File: src/source/conv_accum_pkg.sv
`default_nettype none

package conv_accum_pkg;

  ////////////////////////////////////////////////////////////
  // Default sizes
  ////////////////////////////////////////////////////////////

  // Word width of pixels and partial sums
  localparam int DEF_DATA_WIDTH     = 32;

  // Pixels per map, raster order
  localparam int DEF_IMAGE_SIZE     = 16;

  // Input channels summed into one output map
  localparam int DEF_CHANNEL_NUM_IN = 4;

  ////////////////////////////////////////////////////////////
  // Encodings
  ////////////////////////////////////////////////////////////

  // Which input channel is arriving
  // PH_MIDDLE covers channels 1 to CHANNEL_NUM_IN-2
  typedef enum logic [1:0] {
    PH_FIRST  = 2'd0,
    PH_MIDDLE = 2'd1,
    PH_LAST   = 2'd2
  } chan_phase_t;

  // Adder opcode
  // LOAD starts a new sum, ADD folds in the stored partial sum
  typedef enum logic {
    OP_LOAD = 1'b0,
    OP_ADD  = 1'b1
  } accum_op_t;

endpackage

`default_nettype wire

File: src/source/accum_control.sv
`default_nettype none

module accum_control #(
  parameter int  IMAGE_SIZE     = conv_accum_pkg::DEF_IMAGE_SIZE,
  parameter int  CHANNEL_NUM_IN = conv_accum_pkg::DEF_CHANNEL_NUM_IN,
  localparam int ADDR_WIDTH     = $clog2(IMAGE_SIZE)
) (
  input  logic                      clk,
  input  logic                      reset,
  input  logic                      valid_in,
  output conv_accum_pkg::accum_op_t op,
  output logic [ADDR_WIDTH-1:0]     rd_addr,
  output logic                      wr_en,
  output logic [ADDR_WIDTH-1:0]     wr_addr,
  output logic                      valid_out,
  output logic                      map_done
);

  import conv_accum_pkg::*;

  localparam int CHAN_WIDTH = $clog2(CHANNEL_NUM_IN);

  localparam logic [ADDR_WIDTH-1:0] LAST_PIXEL  = ADDR_WIDTH'(IMAGE_SIZE - 1);
  localparam logic [CHAN_WIDTH-1:0] LAST_CHAN   = CHAN_WIDTH'(CHANNEL_NUM_IN - 1);
  localparam logic [CHAN_WIDTH-1:0] LAST_MIDDLE = CHAN_WIDTH'(CHANNEL_NUM_IN - 2);

  logic [ADDR_WIDTH-1:0] pix_cnt;
  logic [CHAN_WIDTH-1:0] chan_cnt;
  chan_phase_t           phase;
  chan_phase_t           phase_next;
  logic                  pix_wrap;

  // Stage 1 copies of the stage 0 controls
  logic                  valid_s1;
  logic [ADDR_WIDTH-1:0] addr_s1;
  logic                  last_chan_s1;
  logic                  last_pixel_s1;

  ////////////////////////////////////////////////////////////
  // Stage 0 counters and channel phase
  ////////////////////////////////////////////////////////////

  // Last pixel of the current channel map is arriving
  assign pix_wrap = valid_in && (pix_cnt == LAST_PIXEL);

  always_ff @(posedge clk) begin
    if (reset) begin
      pix_cnt <= '0;
    end else if (valid_in) begin
      if (pix_cnt == LAST_PIXEL) begin
        pix_cnt <= '0;
      end else begin
        pix_cnt <= pix_cnt + 1'b1;
      end
    end
  end

  always_ff @(posedge clk) begin
    if (reset) begin
      chan_cnt <= '0;
    end else if (pix_wrap) begin
      if (chan_cnt == LAST_CHAN) begin
        chan_cnt <= '0;
      end else begin
        chan_cnt <= chan_cnt + 1'b1;
      end
    end
  end

  // Two channels only: no middle phase at all
  always_comb begin
    phase_next = phase;
    case (phase)
      PH_FIRST: begin
        phase_next = (CHANNEL_NUM_IN == 2) ? PH_LAST : PH_MIDDLE;
      end
      PH_MIDDLE: begin
        if (chan_cnt == LAST_MIDDLE) begin
          phase_next = PH_LAST;
        end
      end
      PH_LAST: begin
        phase_next = PH_FIRST;
      end
      default: begin
        phase_next = PH_FIRST;
      end
    endcase
  end

  always_ff @(posedge clk) begin
    if (reset) begin
      phase <= PH_FIRST;
    end else if (pix_wrap) begin
      phase <= phase_next;
    end
  end

  // Read of the stored partial sum starts with the pixel itself
  assign rd_addr = pix_cnt;
  assign op      = (phase == PH_FIRST) ? OP_LOAD : OP_ADD;

  ////////////////////////////////////////////////////////////
  // Stage 1 and 2 alignment with the datapath
  ////////////////////////////////////////////////////////////

  always_ff @(posedge clk) begin
    if (reset) begin
      valid_s1 <= 1'b0;
    end else begin
      valid_s1 <= valid_in;
    end
  end

  always_ff @(posedge clk) begin
    addr_s1       <= pix_cnt;
    last_chan_s1  <= (phase == PH_LAST);
    last_pixel_s1 <= (pix_cnt == LAST_PIXEL);
  end

  // Last channel goes out instead of back into the buffer
  always_ff @(posedge clk) begin
    if (reset) begin
      wr_en     <= 1'b0;
      valid_out <= 1'b0;
      map_done  <= 1'b0;
    end else begin
      wr_en     <= valid_s1 && !last_chan_s1;
      valid_out <= valid_s1 && last_chan_s1;
      map_done  <= valid_s1 && last_chan_s1 && last_pixel_s1;
    end
  end

  always_ff @(posedge clk) begin
    wr_addr <= addr_s1;
  end

endmodule

`default_nettype wire

File: src/source/psum_buffer.sv
`default_nettype none

module psum_buffer #(
  parameter int  DATA_WIDTH = conv_accum_pkg::DEF_DATA_WIDTH,
  parameter int  IMAGE_SIZE = conv_accum_pkg::DEF_IMAGE_SIZE,
  localparam int ADDR_WIDTH = $clog2(IMAGE_SIZE)
) (
  input  logic                  clk,
  input  logic [ADDR_WIDTH-1:0] rd_addr,
  input  logic                  wr_en,
  input  logic [ADDR_WIDTH-1:0] wr_addr,
  input  logic [DATA_WIDTH-1:0] wr_data,
  output logic [DATA_WIDTH-1:0] rd_data
);

  ////////////////////////////////////////////////////////////
  // One map of running sums, indexed by pixel
  ////////////////////////////////////////////////////////////

  logic [DATA_WIDTH-1:0] mem [IMAGE_SIZE];

  // Write port, driven two cycles behind the read of the same pixel
  always_ff @(posedge clk) begin
    if (wr_en) begin
      mem[wr_addr] <= wr_data;
    end
  end

  // Registered read port
  // data lines up with the pixel held in the adder's first stage
  always_ff @(posedge clk) begin
    rd_data <= mem[rd_addr];
  end

endmodule

`default_nettype wire

File: src/source/psum_adder.sv
`default_nettype none

module psum_adder #(
  parameter int DATA_WIDTH = conv_accum_pkg::DEF_DATA_WIDTH
) (
  input  logic                      clk,
  input  logic                      reset,
  input  logic [DATA_WIDTH-1:0]     pxl_in,
  input  conv_accum_pkg::accum_op_t op,
  input  logic [DATA_WIDTH-1:0]     psum,
  output logic [DATA_WIDTH-1:0]     sum
);

  import conv_accum_pkg::*;

  logic [DATA_WIDTH-1:0] pxl_s1;
  accum_op_t             op_s1;
  logic [DATA_WIDTH-1:0] addend;

  ////////////////////////////////////////////////////////////
  // Stage 1
  ////////////////////////////////////////////////////////////

  // Hold pixel and opcode while the buffer read completes
  always_ff @(posedge clk) begin
    if (reset) begin
      pxl_s1 <= '0;
      op_s1  <= OP_LOAD;
    end else begin
      pxl_s1 <= pxl_in;
      op_s1  <= op;
    end
  end

  ////////////////////////////////////////////////////////////
  // Stage 2
  ////////////////////////////////////////////////////////////

  // First channel starts from zero, stale buffer data is dropped
  assign addend = (op_s1 == OP_ADD) ? psum : '0;

  // Two's complement add, carry out discarded
  always_ff @(posedge clk) begin
    if (reset) begin
      sum <= '0;
    end else begin
      sum <= pxl_s1 + addend;
    end
  end

endmodule

`default_nettype wire

File: src/source/conv_channel_accum.sv
`default_nettype none

module conv_channel_accum #(
  parameter int DATA_WIDTH     = conv_accum_pkg::DEF_DATA_WIDTH,
  parameter int IMAGE_SIZE     = conv_accum_pkg::DEF_IMAGE_SIZE,
  parameter int CHANNEL_NUM_IN = conv_accum_pkg::DEF_CHANNEL_NUM_IN
) (
  input  logic                  clk,
  input  logic                  reset,
  input  logic                  valid_in,
  input  logic [DATA_WIDTH-1:0] pxl_in,
  output logic [DATA_WIDTH-1:0] pxl_out,
  output logic                  valid_out,
  output logic                  map_done
);

  import conv_accum_pkg::*;

  localparam int ADDR_WIDTH = $clog2(IMAGE_SIZE);

  accum_op_t             op;
  logic [ADDR_WIDTH-1:0] rd_addr;
  logic                  wr_en;
  logic [ADDR_WIDTH-1:0] wr_addr;
  logic [DATA_WIDTH-1:0] rd_data;
  logic [DATA_WIDTH-1:0] sum;

  ////////////////////////////////////////////////////////////
  // Control
  ////////////////////////////////////////////////////////////

  accum_control #(
    .IMAGE_SIZE    (IMAGE_SIZE),
    .CHANNEL_NUM_IN(CHANNEL_NUM_IN)
  ) accum_control_inst (
    .clk      (clk),
    .reset    (reset),
    .valid_in (valid_in),
    .op       (op),
    .rd_addr  (rd_addr),
    .wr_en    (wr_en),
    .wr_addr  (wr_addr),
    .valid_out(valid_out),
    .map_done (map_done)
  );

  ////////////////////////////////////////////////////////////
  // Datapath
  ////////////////////////////////////////////////////////////

  psum_buffer #(
    .DATA_WIDTH(DATA_WIDTH),
    .IMAGE_SIZE(IMAGE_SIZE)
  ) psum_buffer_inst (
    .clk    (clk),
    .rd_addr(rd_addr),
    .wr_en  (wr_en),
    .wr_addr(wr_addr),
    .wr_data(sum),
    .rd_data(rd_data)
  );

  psum_adder #(
    .DATA_WIDTH(DATA_WIDTH)
  ) psum_adder_inst (
    .clk   (clk),
    .reset (reset),
    .pxl_in(pxl_in),
    .op    (op),
    .psum  (rd_data),
    .sum   (sum)
  );

  // Same register feeds the buffer and the output stream
  assign pxl_out = sum;

endmodule

`default_nettype wire

File: config.mk
export PLATFORM = sky130hd
export DESIGN_NAME = conv_channel_accum
export DESIGN_NICKNAME = d
export VERILOG_FILES = /design/src/source/conv_accum_pkg.sv /design/src/source/accum_control.sv /design/src/source/psum_buffer.sv /design/src/source/psum_adder.sv /design/src/source/conv_channel_accum.sv
export SDC_FILE = /design/constraint.sdc
export NUM_CORES = 1
export LEC_CHECK = 0
export BUFFER_PORTS_ARGS = -buffer_cell sky130_fd_sc_hd__buf_2
export CAP_MARGIN = 20
export CELL_PAD_IN_SITES_DETAIL_PLACEMENT = 0
export CELL_PAD_IN_SITES_GLOBAL_PLACEMENT = 1
export CORE_AREA = 3 3 181 253
export CTS_BUF_LIST = sky130_fd_sc_hd__clkbuf_4
export CTS_CLUSTER_SIZE = 8
export DETAILED_ROUTE_END_ITERATION = 10
export DIE_AREA = 0 0 184 256
export PLACE_DENSITY_LB_ADDON = 0.08
export SYNTH_ARGS = -nofsm -noshare
export SYNTH_HDL_FRONTEND = slang
export SYNTH_SLANG_ARGS = --single-unit
File: constraint.sdc
create_clock -name clk -period 4.3 [get_ports clk]
set_clock_uncertainty 0.15 [all_clocks]
set_input_delay 0.43 -clock clk [delete_from_list [all_inputs] [get_ports clk]]
set_output_delay 0.43 -clock clk [all_outputs]
set_load 0.005 [all_outputs]
# Word level (Yosys, flattened, before mapping)

Memory sizes are Yosys's and may differ from the RTL's. A register that Yosys moved wholly into a read port is not among the register bits.
Index checks and enable logic that the tools add are counted.

Register bits: 87
Memories kept: 1
Word-level logic and storage cells: 39
Input port bits: 35
RAM bits: 512

Reduce and logical (&&, ||, !) cells: 7
Eq/ne operators: 6
Add/sub/neg operators: 3
Multiplexer cells: 8

Memory list:

| name                 | depth | bits a word | read ports | clocked after memory_dff | write ports | line              | text |
|---|---|---|---|---|---|---|---|
| psum_buffer_inst.mem | 16    | 32          | 1          | 1                        | 1           | psum_buffer.sv:20 | `logic [DATA_WIDTH-1:0] mem [IMAGE_SIZE];` |

Operators by type and width:

| kind                  | count |
|---|---|
| $add A32 B32 Y32      | 1 |
| $mux W32              | 1 |
| $eq A2 B2 Y1 const B  | 3 |
| $add A4 B1 Y4 const B | 1 |
| $eq A4 B4 Y1 const B  | 1 |
| $logic_and A1 B1 Y1   | 4 |
| $mux W2               | 2 |
| $mux W4               | 1 |
| $pmux W2 S2           | 1 |
| $mux W1               | 3 |
| $add A2 B1 Y2 const B | 1 |
| $eq A2 B1 Y1 const B  | 1 |
| $logic_not A2 Y1      | 1 |
| $ne A2 B1 Y1 const B  | 1 |
| $reduce_and A2 Y1     | 1 |
| $logic_not A1 Y1      | 1 |

# Logic depth before layout (Yosys ltp)

Gate-level depths: netlist of run 1.

Depth in word-level cells: 3
Gate-level depth with buffers: 10
Depth with buffers taken out: 9

# Hierarchy

A second synthesis of run 1 with hierarchy kept.

Cells, all modules: 1348
Area, all modules: 24347.1 um2

By module, submodules not included:

| module        | seq. area each (um2) | area each (um2) | cells each | instances |
|---|---|---|---|---|
| psum_buffer   | 16015.4              | 19854.0         | 838        | 1 |
| psum_adder    | 1301.2               | 3789.9          | 448        | 1 |
| accum_control | 440.4                | 703.2           | 62         | 1 |

# Worst setup path after synthesis of run 1

OpenSTA, ideal clock, no wires.

Path type: reg-to-reg
Start: reg accum_control_inst.wr_en
End: mem psum_buffer_inst.mem[0][0] (netlist name), enable pin
Cell stages (with the launch flop): 3
Path slack: 0.647 ns
Required time: 3.689 ns
Clock period less this slack: 3.653 ns
Arrival: 3.042 ns
Setup time: 0.461 ns
Cells stage by stage: dfxtp_1 or3b_2 nor3_1

Word-level cells in the longest chain between the ends: 2

Ends and longest elaborated chain:

| element                       | line                 | text |
|---|---|---|
| from (decl)                   | accum_control.sv:13  | `output logic wr_en,` |
| from (signal assigned)        | accum_control.sv:128 | `wr_en <= valid_s1 && !last_chan_s1;` |
| $mux W1                       | psum_buffer.sv:24    | `if (wr_en) begin` |
| $mux W1 (implied by the code) | psum_buffer.sv:25    | `mem[wr_addr] <= wr_data;` |
| to (decl)                     | psum_buffer.sv:20    |  |

Every way passes these cells.

# Worst setup path after layout of run 1

Start: reg psum_adder_inst.op_s1
End: reg psum_adder_inst.sum[24]

Word-level cells in the longest chain between the ends: 2

Ends and longest elaborated chain:

| element                | line             | text |
|---|---|---|
| from (decl)            | psum_adder.sv:17 | `accum_op_t op_s1;` |
| from (signal assigned) | psum_adder.sv:31 | `op_s1 <= op;` |
| $mux W32               | psum_adder.sv:40 | `assign addend = (op_s1 == OP_ADD) ? psum : '0;` |
| $add A32 B32 Y32       | psum_adder.sv:47 | `sum <= pxl_s1 + addend;` |
| to (signal assigned)   | psum_adder.sv:47 |  |
| to (decl)              | psum_adder.sv:11 | `output logic [DATA_WIDTH-1:0] sum` |

Every way passes these cells.
A chain may end at the register's enable or synchronous reset.

==> reports/summary.txt, run 1 <==
================================================================================
Maximum buffer depth of the clock tree                                         3
DIE WIDTH                                                                 184 um
Count of vias placed by the detailed router                                12.9k
Post-CTS sizing                                                                0
Endpoint, Worst Hold                                                accum_control_inst.wr_addr[2]
Area delta synth->final                                                    15.1%
Minimum period implied by the final worst setup slack                    3.42 ns
Kind of start point of the critical path                                register
CTS Sinks                                                                    631
Launch instance of the worst min-delay path                         accum_control_inst.addr_s1[2]
Post-DP HPWL                                                           32,600 um
Worst R2R End                                                       psum_adder_inst.sum[24]
Number of buffers added on ports                                              68
Total count of hold-check failures in the final report                         0
WHS                                                                     0.175 ns
Critical Path RT                                                         4.92 ns
Final weighted congestion of routability-driven global placement           0.868
Final Cycle Share                                                          79.6%
Root buf cell                                                       sky130_fd_sc_hd__clkbuf_4
Unrepaired setup endpoints after global routing                            false
Total Wirelength                                                       54,600 um
DRT Pass-1 Iters                                                               5
First-pass GRT wire length                                             82,000 um
Total negative setup slack                                                  0 ns
Max-cap violation count                                                        0
Number of max-slew violations in the final report                              0
DRC Markers                                                                    0
Post-DR wirelength/cell                                                  24.9 um
Fraction of layout cells with a size suffix above 1                        32.9%
Chip height                                                               256 um
Maximum number of pins on one net before global-route repair                  62
Insertion delay of the later-clocked pin in the worst-skew pair          0.88 ns
Number of warnings printed during yosys synthesis                              0
Reg area                                                              17,800 um2
Initial Util                                                               55.4%
Cell count of the worst hold path                                              0
Share of synthesized flip-flops with an asynchronous set or reset             0%
Count of mapped cells out of synthesis                                     1,276
Leakage                                                                  9.71 nW
Net count of the finished layout                                           1,579
Power per standard cell area                                          439 nW/um2
Number of routed nets with antenna violations                                  0
Number of CTS-inserted buffers                                               149
Capturing element type of the critical path                             register
Transition time of the tightest slew-check pin                           1.09 ns
R2R Setup Slk                                                            0.88 ns
Row count                                                                     91
Clock transition at the registers of the reported paths                  0.07 ns
Overall Global Routing Usage                                               23.9%
CTS H-tree depth                                                               4
Worst hold path class                                                    reg2reg
Main flop type after synthesis                                      sky130_fd_sc_hd__edfxtp_1
Top-Level Pins                                                                69
Die area                                                              47,100 um2
Nets in the synthesized netlist                                            1,346
Post-Syn Area per Cell                                                  19.1 um2
Via count of the first global-routing pass                                 13.6k
Area of the mapped netlist                                            24,400 um2
Total gr overflow                                                              0
Post-synthesis sequential area ratio                                       72.9%
Run status                                                          finished, final reports clean
Number of distinct library cells after synthesis                              56
DR iter-0 viols                                                              975
Max_slew headroom                                                          26.3%
Highest Clock Rate                                                       292 MHz
Initial antenna violation count                                                1
Post-CTS Setup Inserts                                                         0
R2R Path Start                                                      psum_adder_inst.op_s1
Number of fill cells                                                       3,200
Maximum VDD drop                                                        0.306 mV
Vias per std cell                                                           5.87
Number of cell instances on the worst register-to-register path                9
Area occupied by multi-input gates                                      6430 um2
Worst path arrival time                                                  4.05 ns
Floorplan core area                                                   43,900 um2
Synthesis-stage register bit count                                           631
CTS tree                                                                    done
Number of failing setup endpoints in the final timing report                   0
Worst Path Class, Setup                                                  reg2reg
Maximum net fanout on the critical path                                       18
Count of flip-flops with a built-in enable after synthesis                   512
================================================================================
[synthesized netlist by cell type, types with 11 or more instances]
library cell	n	area share, %
sky130_fd_sc_hd__mux4_2	160	15
sky130_fd_sc_hd__nor2_1	60	0.92
sky130_fd_sc_hd__o21ai_0	13	0.27
sky130_fd_sc_hd__nand2_1	26	0.40
sky130_fd_sc_hd__ha_1	34	1.7
sky130_fd_sc_hd__nor3_1	16	0.33
sky130_fd_sc_hd__and2_1	33	0.85
sky130_fd_sc_hd__a21oi_1	34	0.70
sky130_fd_sc_hd__edfxtp_1	512	63
sky130_fd_sc_hd__nand4_1	13	0.33
sky130_fd_sc_hd__buf_2	11	0.23
sky130_fd_sc_hd__clkbuf_1	46	0.71
sky130_fd_sc_hd__dfxtp_1	119	9.8
sky130_fd_sc_hd__nand3_1	14	0.29
sky130_fd_sc_hd__nor2b_1	45	1.2
[state kept, by name, summed over array words and instances, names as in the netlist]
name,cells
accum_control_inst.rd_addr,4
accum_control_inst.wr_en,1
psum_adder_inst.op_s1,1
psum_adder_inst.pxl_s1,32
accum_control_inst.last_chan_s1,1
accum_control_inst.valid_s1,1
accum_control_inst.chan_cnt,2
psum_buffer_inst.mem,512
accum_control_inst.addr_s1,4
psum_buffer_inst.rd_data,32
accum_control_inst.wr_addr,4
accum_control_inst.valid_out,1
accum_control_inst.phase,2
accum_control_inst.last_pixel_s1,1
accum_control_inst.map_done,1
psum_adder_inst.sum,32
[worst max-delay path by stage]
stage	cells past startpoint	endpoint	slack [ns]	from
after floorplan	2	psum_buffer_inst.mem[0][0]	0.65	accum_control_inst.wr_en
after global placement	9	psum_adder_inst.sum[24]	0.95	psum_adder_inst.op_s1
after detailed placement	9	psum_adder_inst.sum[24]	0.86	psum_adder_inst.op_s1
after CTS	9	psum_adder_inst.sum[24]	0.86	psum_adder_inst.op_s1
after global routing	9	psum_adder_inst.sum[24]	0.64	psum_adder_inst.op_s1
final	9	psum_adder_inst.sum[24]	0.88	psum_adder_inst.op_s1
[stage by stage]
| step | instances | cell area [um2] | setup slack (ns) | total power [mW] | utilization (%) |
|---|---|---|---|---|---|
| global placement | 1870 | 25600 | 0.949 | 7.51 | 58.2 |
| floorplan | 1276 | 24400 | 0.647 | 7.30 | - |
| finish | 2196 | 28000 | 0.878 | 12.3 | 63.8 |
| detailed placement | 1870 | 25600 | 0.855 | 7.52 | 58.2 |
| CTS | 2194 | 28000 | 0.862 | 12.5 | 63.8 |
| global route | 2196 | 28000 | 0.642 | 12.8 | 63.8 |
[layout make-up]
type                       instances  area share (%)
clock inverter                    49           0.977
inverter                           8           0.107
timing repair buffer             148            4.00
tap                              558            2.49
clock buffer                     229            6.13
sequential                       631            63.4
multi-input combinational        571            22.9
antenna                            2          0.0178
[routing by layer]
layer  global-route usage [%]  up-vias  share of wire (%)  wire [um]
met5                        0        -                  0          0
met4                     8.53        0                2.2       1200
met3                     4.11       81                5.0       2750
met2                     40.6      403                 52      28600
met1                     31.4     6670                 40      22000
li1                         -     5728                  -          -
[critical path, stage by stage, from the launching register on]
cell                       delay [ns]
sky130_fd_sc_hd__dfxtp_1         0.59
sky130_fd_sc_hd__buf_4           0.31
sky130_fd_sc_hd__and2_1          0.16
sky130_fd_sc_hd__ha_1            0.29
sky130_fd_sc_hd__and2_4          0.20
sky130_fd_sc_hd__a221o_1         0.38
sky130_fd_sc_hd__a311o_1         0.35
sky130_fd_sc_hd__a221o_1         0.37
sky130_fd_sc_hd__o21bai_1        0.18
sky130_fd_sc_hd__mux2_1          0.33
[power by group]
group	switching (mW)	internal [mW]
sequential	0.126	6.66
clock	2.29	2.62
combinational	0.262	0.350
[repair_timing]
action	4_1_cts	5_1_grt
hold endpoints to repair	49	0
setup endpoints to repair	0	0
hold buffers	46	0
[logic make-up (layout without fill, tap and decap cells)]
| logic type | after synthesis | in the layout | share of synthesized area [%] |
|---|---|---|---|
| flops | 631 | 631 | 72.9 |
| simple gates | 235 | 235 | 5.08 |
| mux | 171 | 171 | 15.3 |
| compound gates | 115 | 115 | 3.20 |
| buf+inv | 74 | 434 | 1.20 |
| fa+ha+maj | 35 | 35 | 1.83 |
| xor+xnor | 15 | 15 | 0.539 |
| other cells | 0 | 2 | 0 |
[cells in the final DEF (no fill, tap or decap), types with 4 or more instances in the layout]
master and count:
sky130_fd_sc_hd__a211oi_1 9, sky130_fd_sc_hd__a21boi_0 4, sky130_fd_sc_hd__a21o_1 10, sky130_fd_sc_hd__a21oi_1 34, sky130_fd_sc_hd__a221oi_1 5, sky130_fd_sc_hd__and2_1 33, sky130_fd_sc_hd__and3_1 4, sky130_fd_sc_hd__buf_12 5
sky130_fd_sc_hd__buf_2 67, sky130_fd_sc_hd__buf_4 30, sky130_fd_sc_hd__clkbuf_4 229, sky130_fd_sc_hd__clkinv_1 35, sky130_fd_sc_hd__clkinv_2 6, sky130_fd_sc_hd__dfxtp_1 115, sky130_fd_sc_hd__dlygate4sd3_1 46, sky130_fd_sc_hd__edfxtp_1 512
sky130_fd_sc_hd__ha_1 34, sky130_fd_sc_hd__inv_1 8, sky130_fd_sc_hd__inv_2 4, sky130_fd_sc_hd__mux2_2 8, sky130_fd_sc_hd__mux4_2 160, sky130_fd_sc_hd__nand2_1 26, sky130_fd_sc_hd__nand2b_1 5, sky130_fd_sc_hd__nand3_1 14
sky130_fd_sc_hd__nand4_1 13, sky130_fd_sc_hd__nor2_1 48, sky130_fd_sc_hd__nor2_4 12, sky130_fd_sc_hd__nor2b_1 45, sky130_fd_sc_hd__nor3_1 12, sky130_fd_sc_hd__nor3_2 4, sky130_fd_sc_hd__o211ai_1 4, sky130_fd_sc_hd__o21a_1 7
sky130_fd_sc_hd__o21ai_0 13, sky130_fd_sc_hd__or3_1 4, sky130_fd_sc_hd__xnor2_1 7, sky130_fd_sc_hd__xor2_1 8
Note: power is estimated with default switching activity, not from simulation.
==> run 2: changes to the inputs <==
- ABC_AREA: not set -> 1
- CORE_AREA: 3 3 181 253 -> 3 3 201 282
- DIE_AREA: 0 0 184 256 -> 0 0 204 285
- clock period: 4.3 -> 2.8 ns (I/O delays scaled with it)
==> run 2 against run 1 <==
Effect of this change: flip-flop and latch count is the same; cell count rose by 54%; fmax increased by 34%; worst setup slack worse by 0.63 ns; cell area increased by 7.4%; critical endpoint is now psum_adder_inst.sum[23]; critical path depth increased by 4; via count up 40%; synthesized cell count rose by 76%; routed wire length up 33%; worst hold slack worse by 0.056 ns; area after synthesis rose by 4.7%.
==> reports/summary.txt, run 2 <==
================================================================================
Run status                                                          finished, final reports clean
Count of vias placed by the detailed router                                18.0k
Number of distinct library cells after synthesis                              40
Top-Level Pins                                                                69
Critical path, cell by cell                                         buf_12, nand2_1, inv_1, ha_1, nand2_1, inv_1, nand2_1, nor3_4, nand3_1, nand3_1, nand2_1, inv_1, nor2_1
Nets in the synthesized netlist                                            2,322
Max-cap violation count                                                        0
Post-DR wirelength/cell                                                  21.6 um
Highest Clock Rate                                                       391 MHz
Leading cell type in the layout, fill and taps excluded             sky130_fd_sc_hd__edfxtp_1
Number of warnings printed during yosys synthesis                              0
Top cells by count, synth                                           512 x sky130_fd_sc_hd__edfxtp_1, 378 x sky130_fd_sc_hd__nor2_1, 334 x sky130_fd_sc_hd__nand2_1
Clk pwr share                                                              40.5%
Number of failing setup endpoints in the final timing report                   0
Total Wirelength                                                       72,900 um
Post-DP HPWL                                                           44,000 um
Share of total power in combinational logic                                 6.1%
Total negative setup slack                                                  0 ns
Most frequent cells in the layout                                   512 x sky130_fd_sc_hd__edfxtp_1, 361 x sky130_fd_sc_hd__nor2_1, 334 x sky130_fd_sc_hd__nand2_1
Number of CTS-inserted buffers                                               149
Worst Setup Slack post-DPL                                              0.132 ns
Clock transition at the registers of the reported paths                  0.07 ns
Share of synthesized flip-flops with an asynchronous set or reset             0%
Final critical-path setup slack                                         0.244 ns
DIE WIDTH                                                                 204 um
Most frequent CP cell                                               sky130_fd_sc_hd__nand2_1
Final Cycle Share                                                          91.3%
First-pass GRT wire length                                            109,000 um
Crit-path max cell delay                                                 0.41 ns
CTS H-tree depth                                                               4
Grt met2 use                                                               43.5%
Count of mapped cells out of synthesis                                     2,252
Main flop type after synthesis                                      sky130_fd_sc_hd__edfxtp_1
Insertion delay of the later-clocked pin in the worst-skew pair          0.88 ns
Worst hold path class                                                     in2reg
Chip height                                                               285 um
Capturing element type of the critical path                             register
Area delta synth->final                                                    18.1%
Fraction of layout cells with a size suffix above 1                        15.7%
Leading area contributor after synthesis                            sky130_fd_sc_hd__edfxtp_1
Vias per std cell                                                           5.35
Busiest layer in global routing                                             met2
Post-Syn Area per Cell                                                  11.3 um2
Kind of start point of the critical path                                register
Count of flip-flops with a built-in enable after synthesis                   512
Row count                                                                    101
Initial Util                                                               47.1%
Transition time of the tightest slew-check pin                           1.04 ns
Area of the mapped netlist                                            25,500 um2
Floorplan core area                                                   54,200 um2
Overall Global Routing Usage                                               25.1%
Critical-path cell with the highest stage delay                     sky130_fd_sc_hd__ha_1
DRT Pass-1 Iters                                                               5
Die area                                                              58,100 um2
Maximum number of pins on one net before global-route repair                 144
Leakage                                                                  11.8 nW
Worst Path Class, Setup                                                  reg2reg
Number of flip-flops in the largest register                                 512
Final weighted congestion of routability-driven global placement           0.883
Power spent charging and discharging nets                                4.52 mW
Synthesis-stage register bit count                                           631
Sw frac                                                                    23.1%
CTS tree                                                                    done
Unrepaired setup endpoints after global routing                            false
DRC Markers                                                                    0
Root buf cell                                                       sky130_fd_sc_hd__clkbuf_4
Critical Path RT                                                         3.43 ns
Number of routed nets with antenna violations                                  0
Max_slew headroom                                                          30.2%
Worst path arrival time                                                  3.19 ns
CTS Sinks                                                                    631
Number of fill cells                                                       4,683
Number of buffers added on ports                                              68
Post-synthesis sequential area ratio                                       69.6%
Area occupied by multi-input gates                                      6610 um2
Leading cell types by total area after synthesis                    sky130_fd_sc_hd__edfxtp_1 60%, sky130_fd_sc_hd__dfxtp_1 9.3%, sky130_fd_sc_hd__nor2_1 5.6%, sky130_fd_sc_hd__o21ai_0 5.1%, sky130_fd_sc_hd__nand2_1 4.9%
DR iter-0 viols                                                            1,208
Maximum VDD drop                                                        0.516 mV
Total count of hold-check failures in the final report                         0
WHS                                                                     0.119 ns
Power per standard cell area                                          648 nW/um2
Number of max-slew violations in the final report                              0
Cell-internal power                                                      15.0 mW
Initial antenna violation count                                                2
Share of Yosys cell area claimed by the top area cell type                 60.3%
Register name with the most flops                                   psum_buffer_inst.mem
GR Util met1                                                               31.5%
Maximum net fanout on the critical path                                       32
Net count of the finished layout                                           2,598
Minimum period implied by the final worst setup slack                    2.56 ns
Sequential fraction of design power                                        53.4%
Total gr overflow                                                              0
Via count of the first global-routing pass                                 18.3k
Most frequent cell after synthesis                                  sky130_fd_sc_hd__edfxtp_1
Maximum buffer depth of the clock tree                                         3
Reg area                                                              17,800 um2
GR Util met3                                                               4.05%
================================================================================
-- run 2: cell count changes in the layout (fill, tap and decap cells not counted), sizes merged, moves of 50 or more --
cell and delta:
o221ai +50, nand3 +71, nor2 +318, dlygate4sd3 +53
inv +174, o21ai +256, mux4 -160, o22ai +76
nand2 +309
-- run 2: cells by family after synthesis --
group / after synthesis / synth area share [%]
compound gates: 467 / 10.8
xor+xnor: 2 / 0.0687
fa+ha+maj: 35 / 1.75
buf+inv: 296 / 5.01
flops: 631 / 69.6
simple gates: 821 / 12.8
-- run 2: power groups by stage --
stage | Sequential (mW) | Combinational (mW) | Clock [mW]
after global placement | 10.6 | 1.08 | 0
final | 10.4 | 1.19 | 7.90
after floorplan | 10.5 | 0.712 | 0
after CTS | 10.4 | 1.20 | 8.11
after global routing | 10.4 | 1.32 | 8.60
after detailed placement | 10.6 | 1.09 | 0
-- run 2: metal layers --
| layer | vias up | share of wire [%] |
|---|---|---|
| met5 | - | 0 |
| met4 | 0 | 2.9 |
| met3 | 133 | 5.7 |
| met2 | 613 | 51 |
| met1 | 8750 | 40 |
| li1 | 8541 | - |
-- run 2: path summary, 6_finish.rpt --
kind                                  from  slack [ns]  cells after the start                       endpoint
min reg2reg  accum_control_inst.addr_s1[0]        0.17                      0  accum_control_inst.wr_addr[0]
max                  psum_adder_inst.op_s1        0.24                     13        psum_adder_inst.sum[23]
max reg2reg          psum_adder_inst.op_s1        0.24                     13        psum_adder_inst.sum[23]
min                               valid_in        0.12                      4  accum_control_inst.rd_addr[2]
-- run 2: area by class of cell --
cell class,count,area share [%]
inverter,185,2.33
sequential,631,59.0
tap,721,2.99
clock buffer,227,5.66
timing repair buffer,236,6.89
multi-input combinational,1325,22.0
clock inverter,43,1.16
antenna,6,0.0498
-- run 2: timing repair --
action	4_1_cts	5_1_grt
setup endpoints to repair	0	1
endpoints found under the hold margin	61	0
buffers inserted	0	0
gates resized for setup	0	1
hold buffers	99	0
-- run 2: worst max-delay path, delay by kind of cell (launching register included) --
kind          cells  cell delay (ns)
simple gates      8             1.19
fa+ha+maj         1             0.41
buf+inv           4             0.38
flops             1             0.32
-- run 2: per-stage QoR --
stage	util [%]	cells	cell area (um2)	total power [mW]
2_1_floorplan	-	2252	25500	11.2
3_3_place_gp	49.9	2999	27100	11.7
3_5_place_dp	49.9	2999	27100	11.7
4_1_cts	55.5	3368	30100	19.7
5_1_grt	55.6	3373	30100	20.4
6_report	55.6	3374	30100	19.5
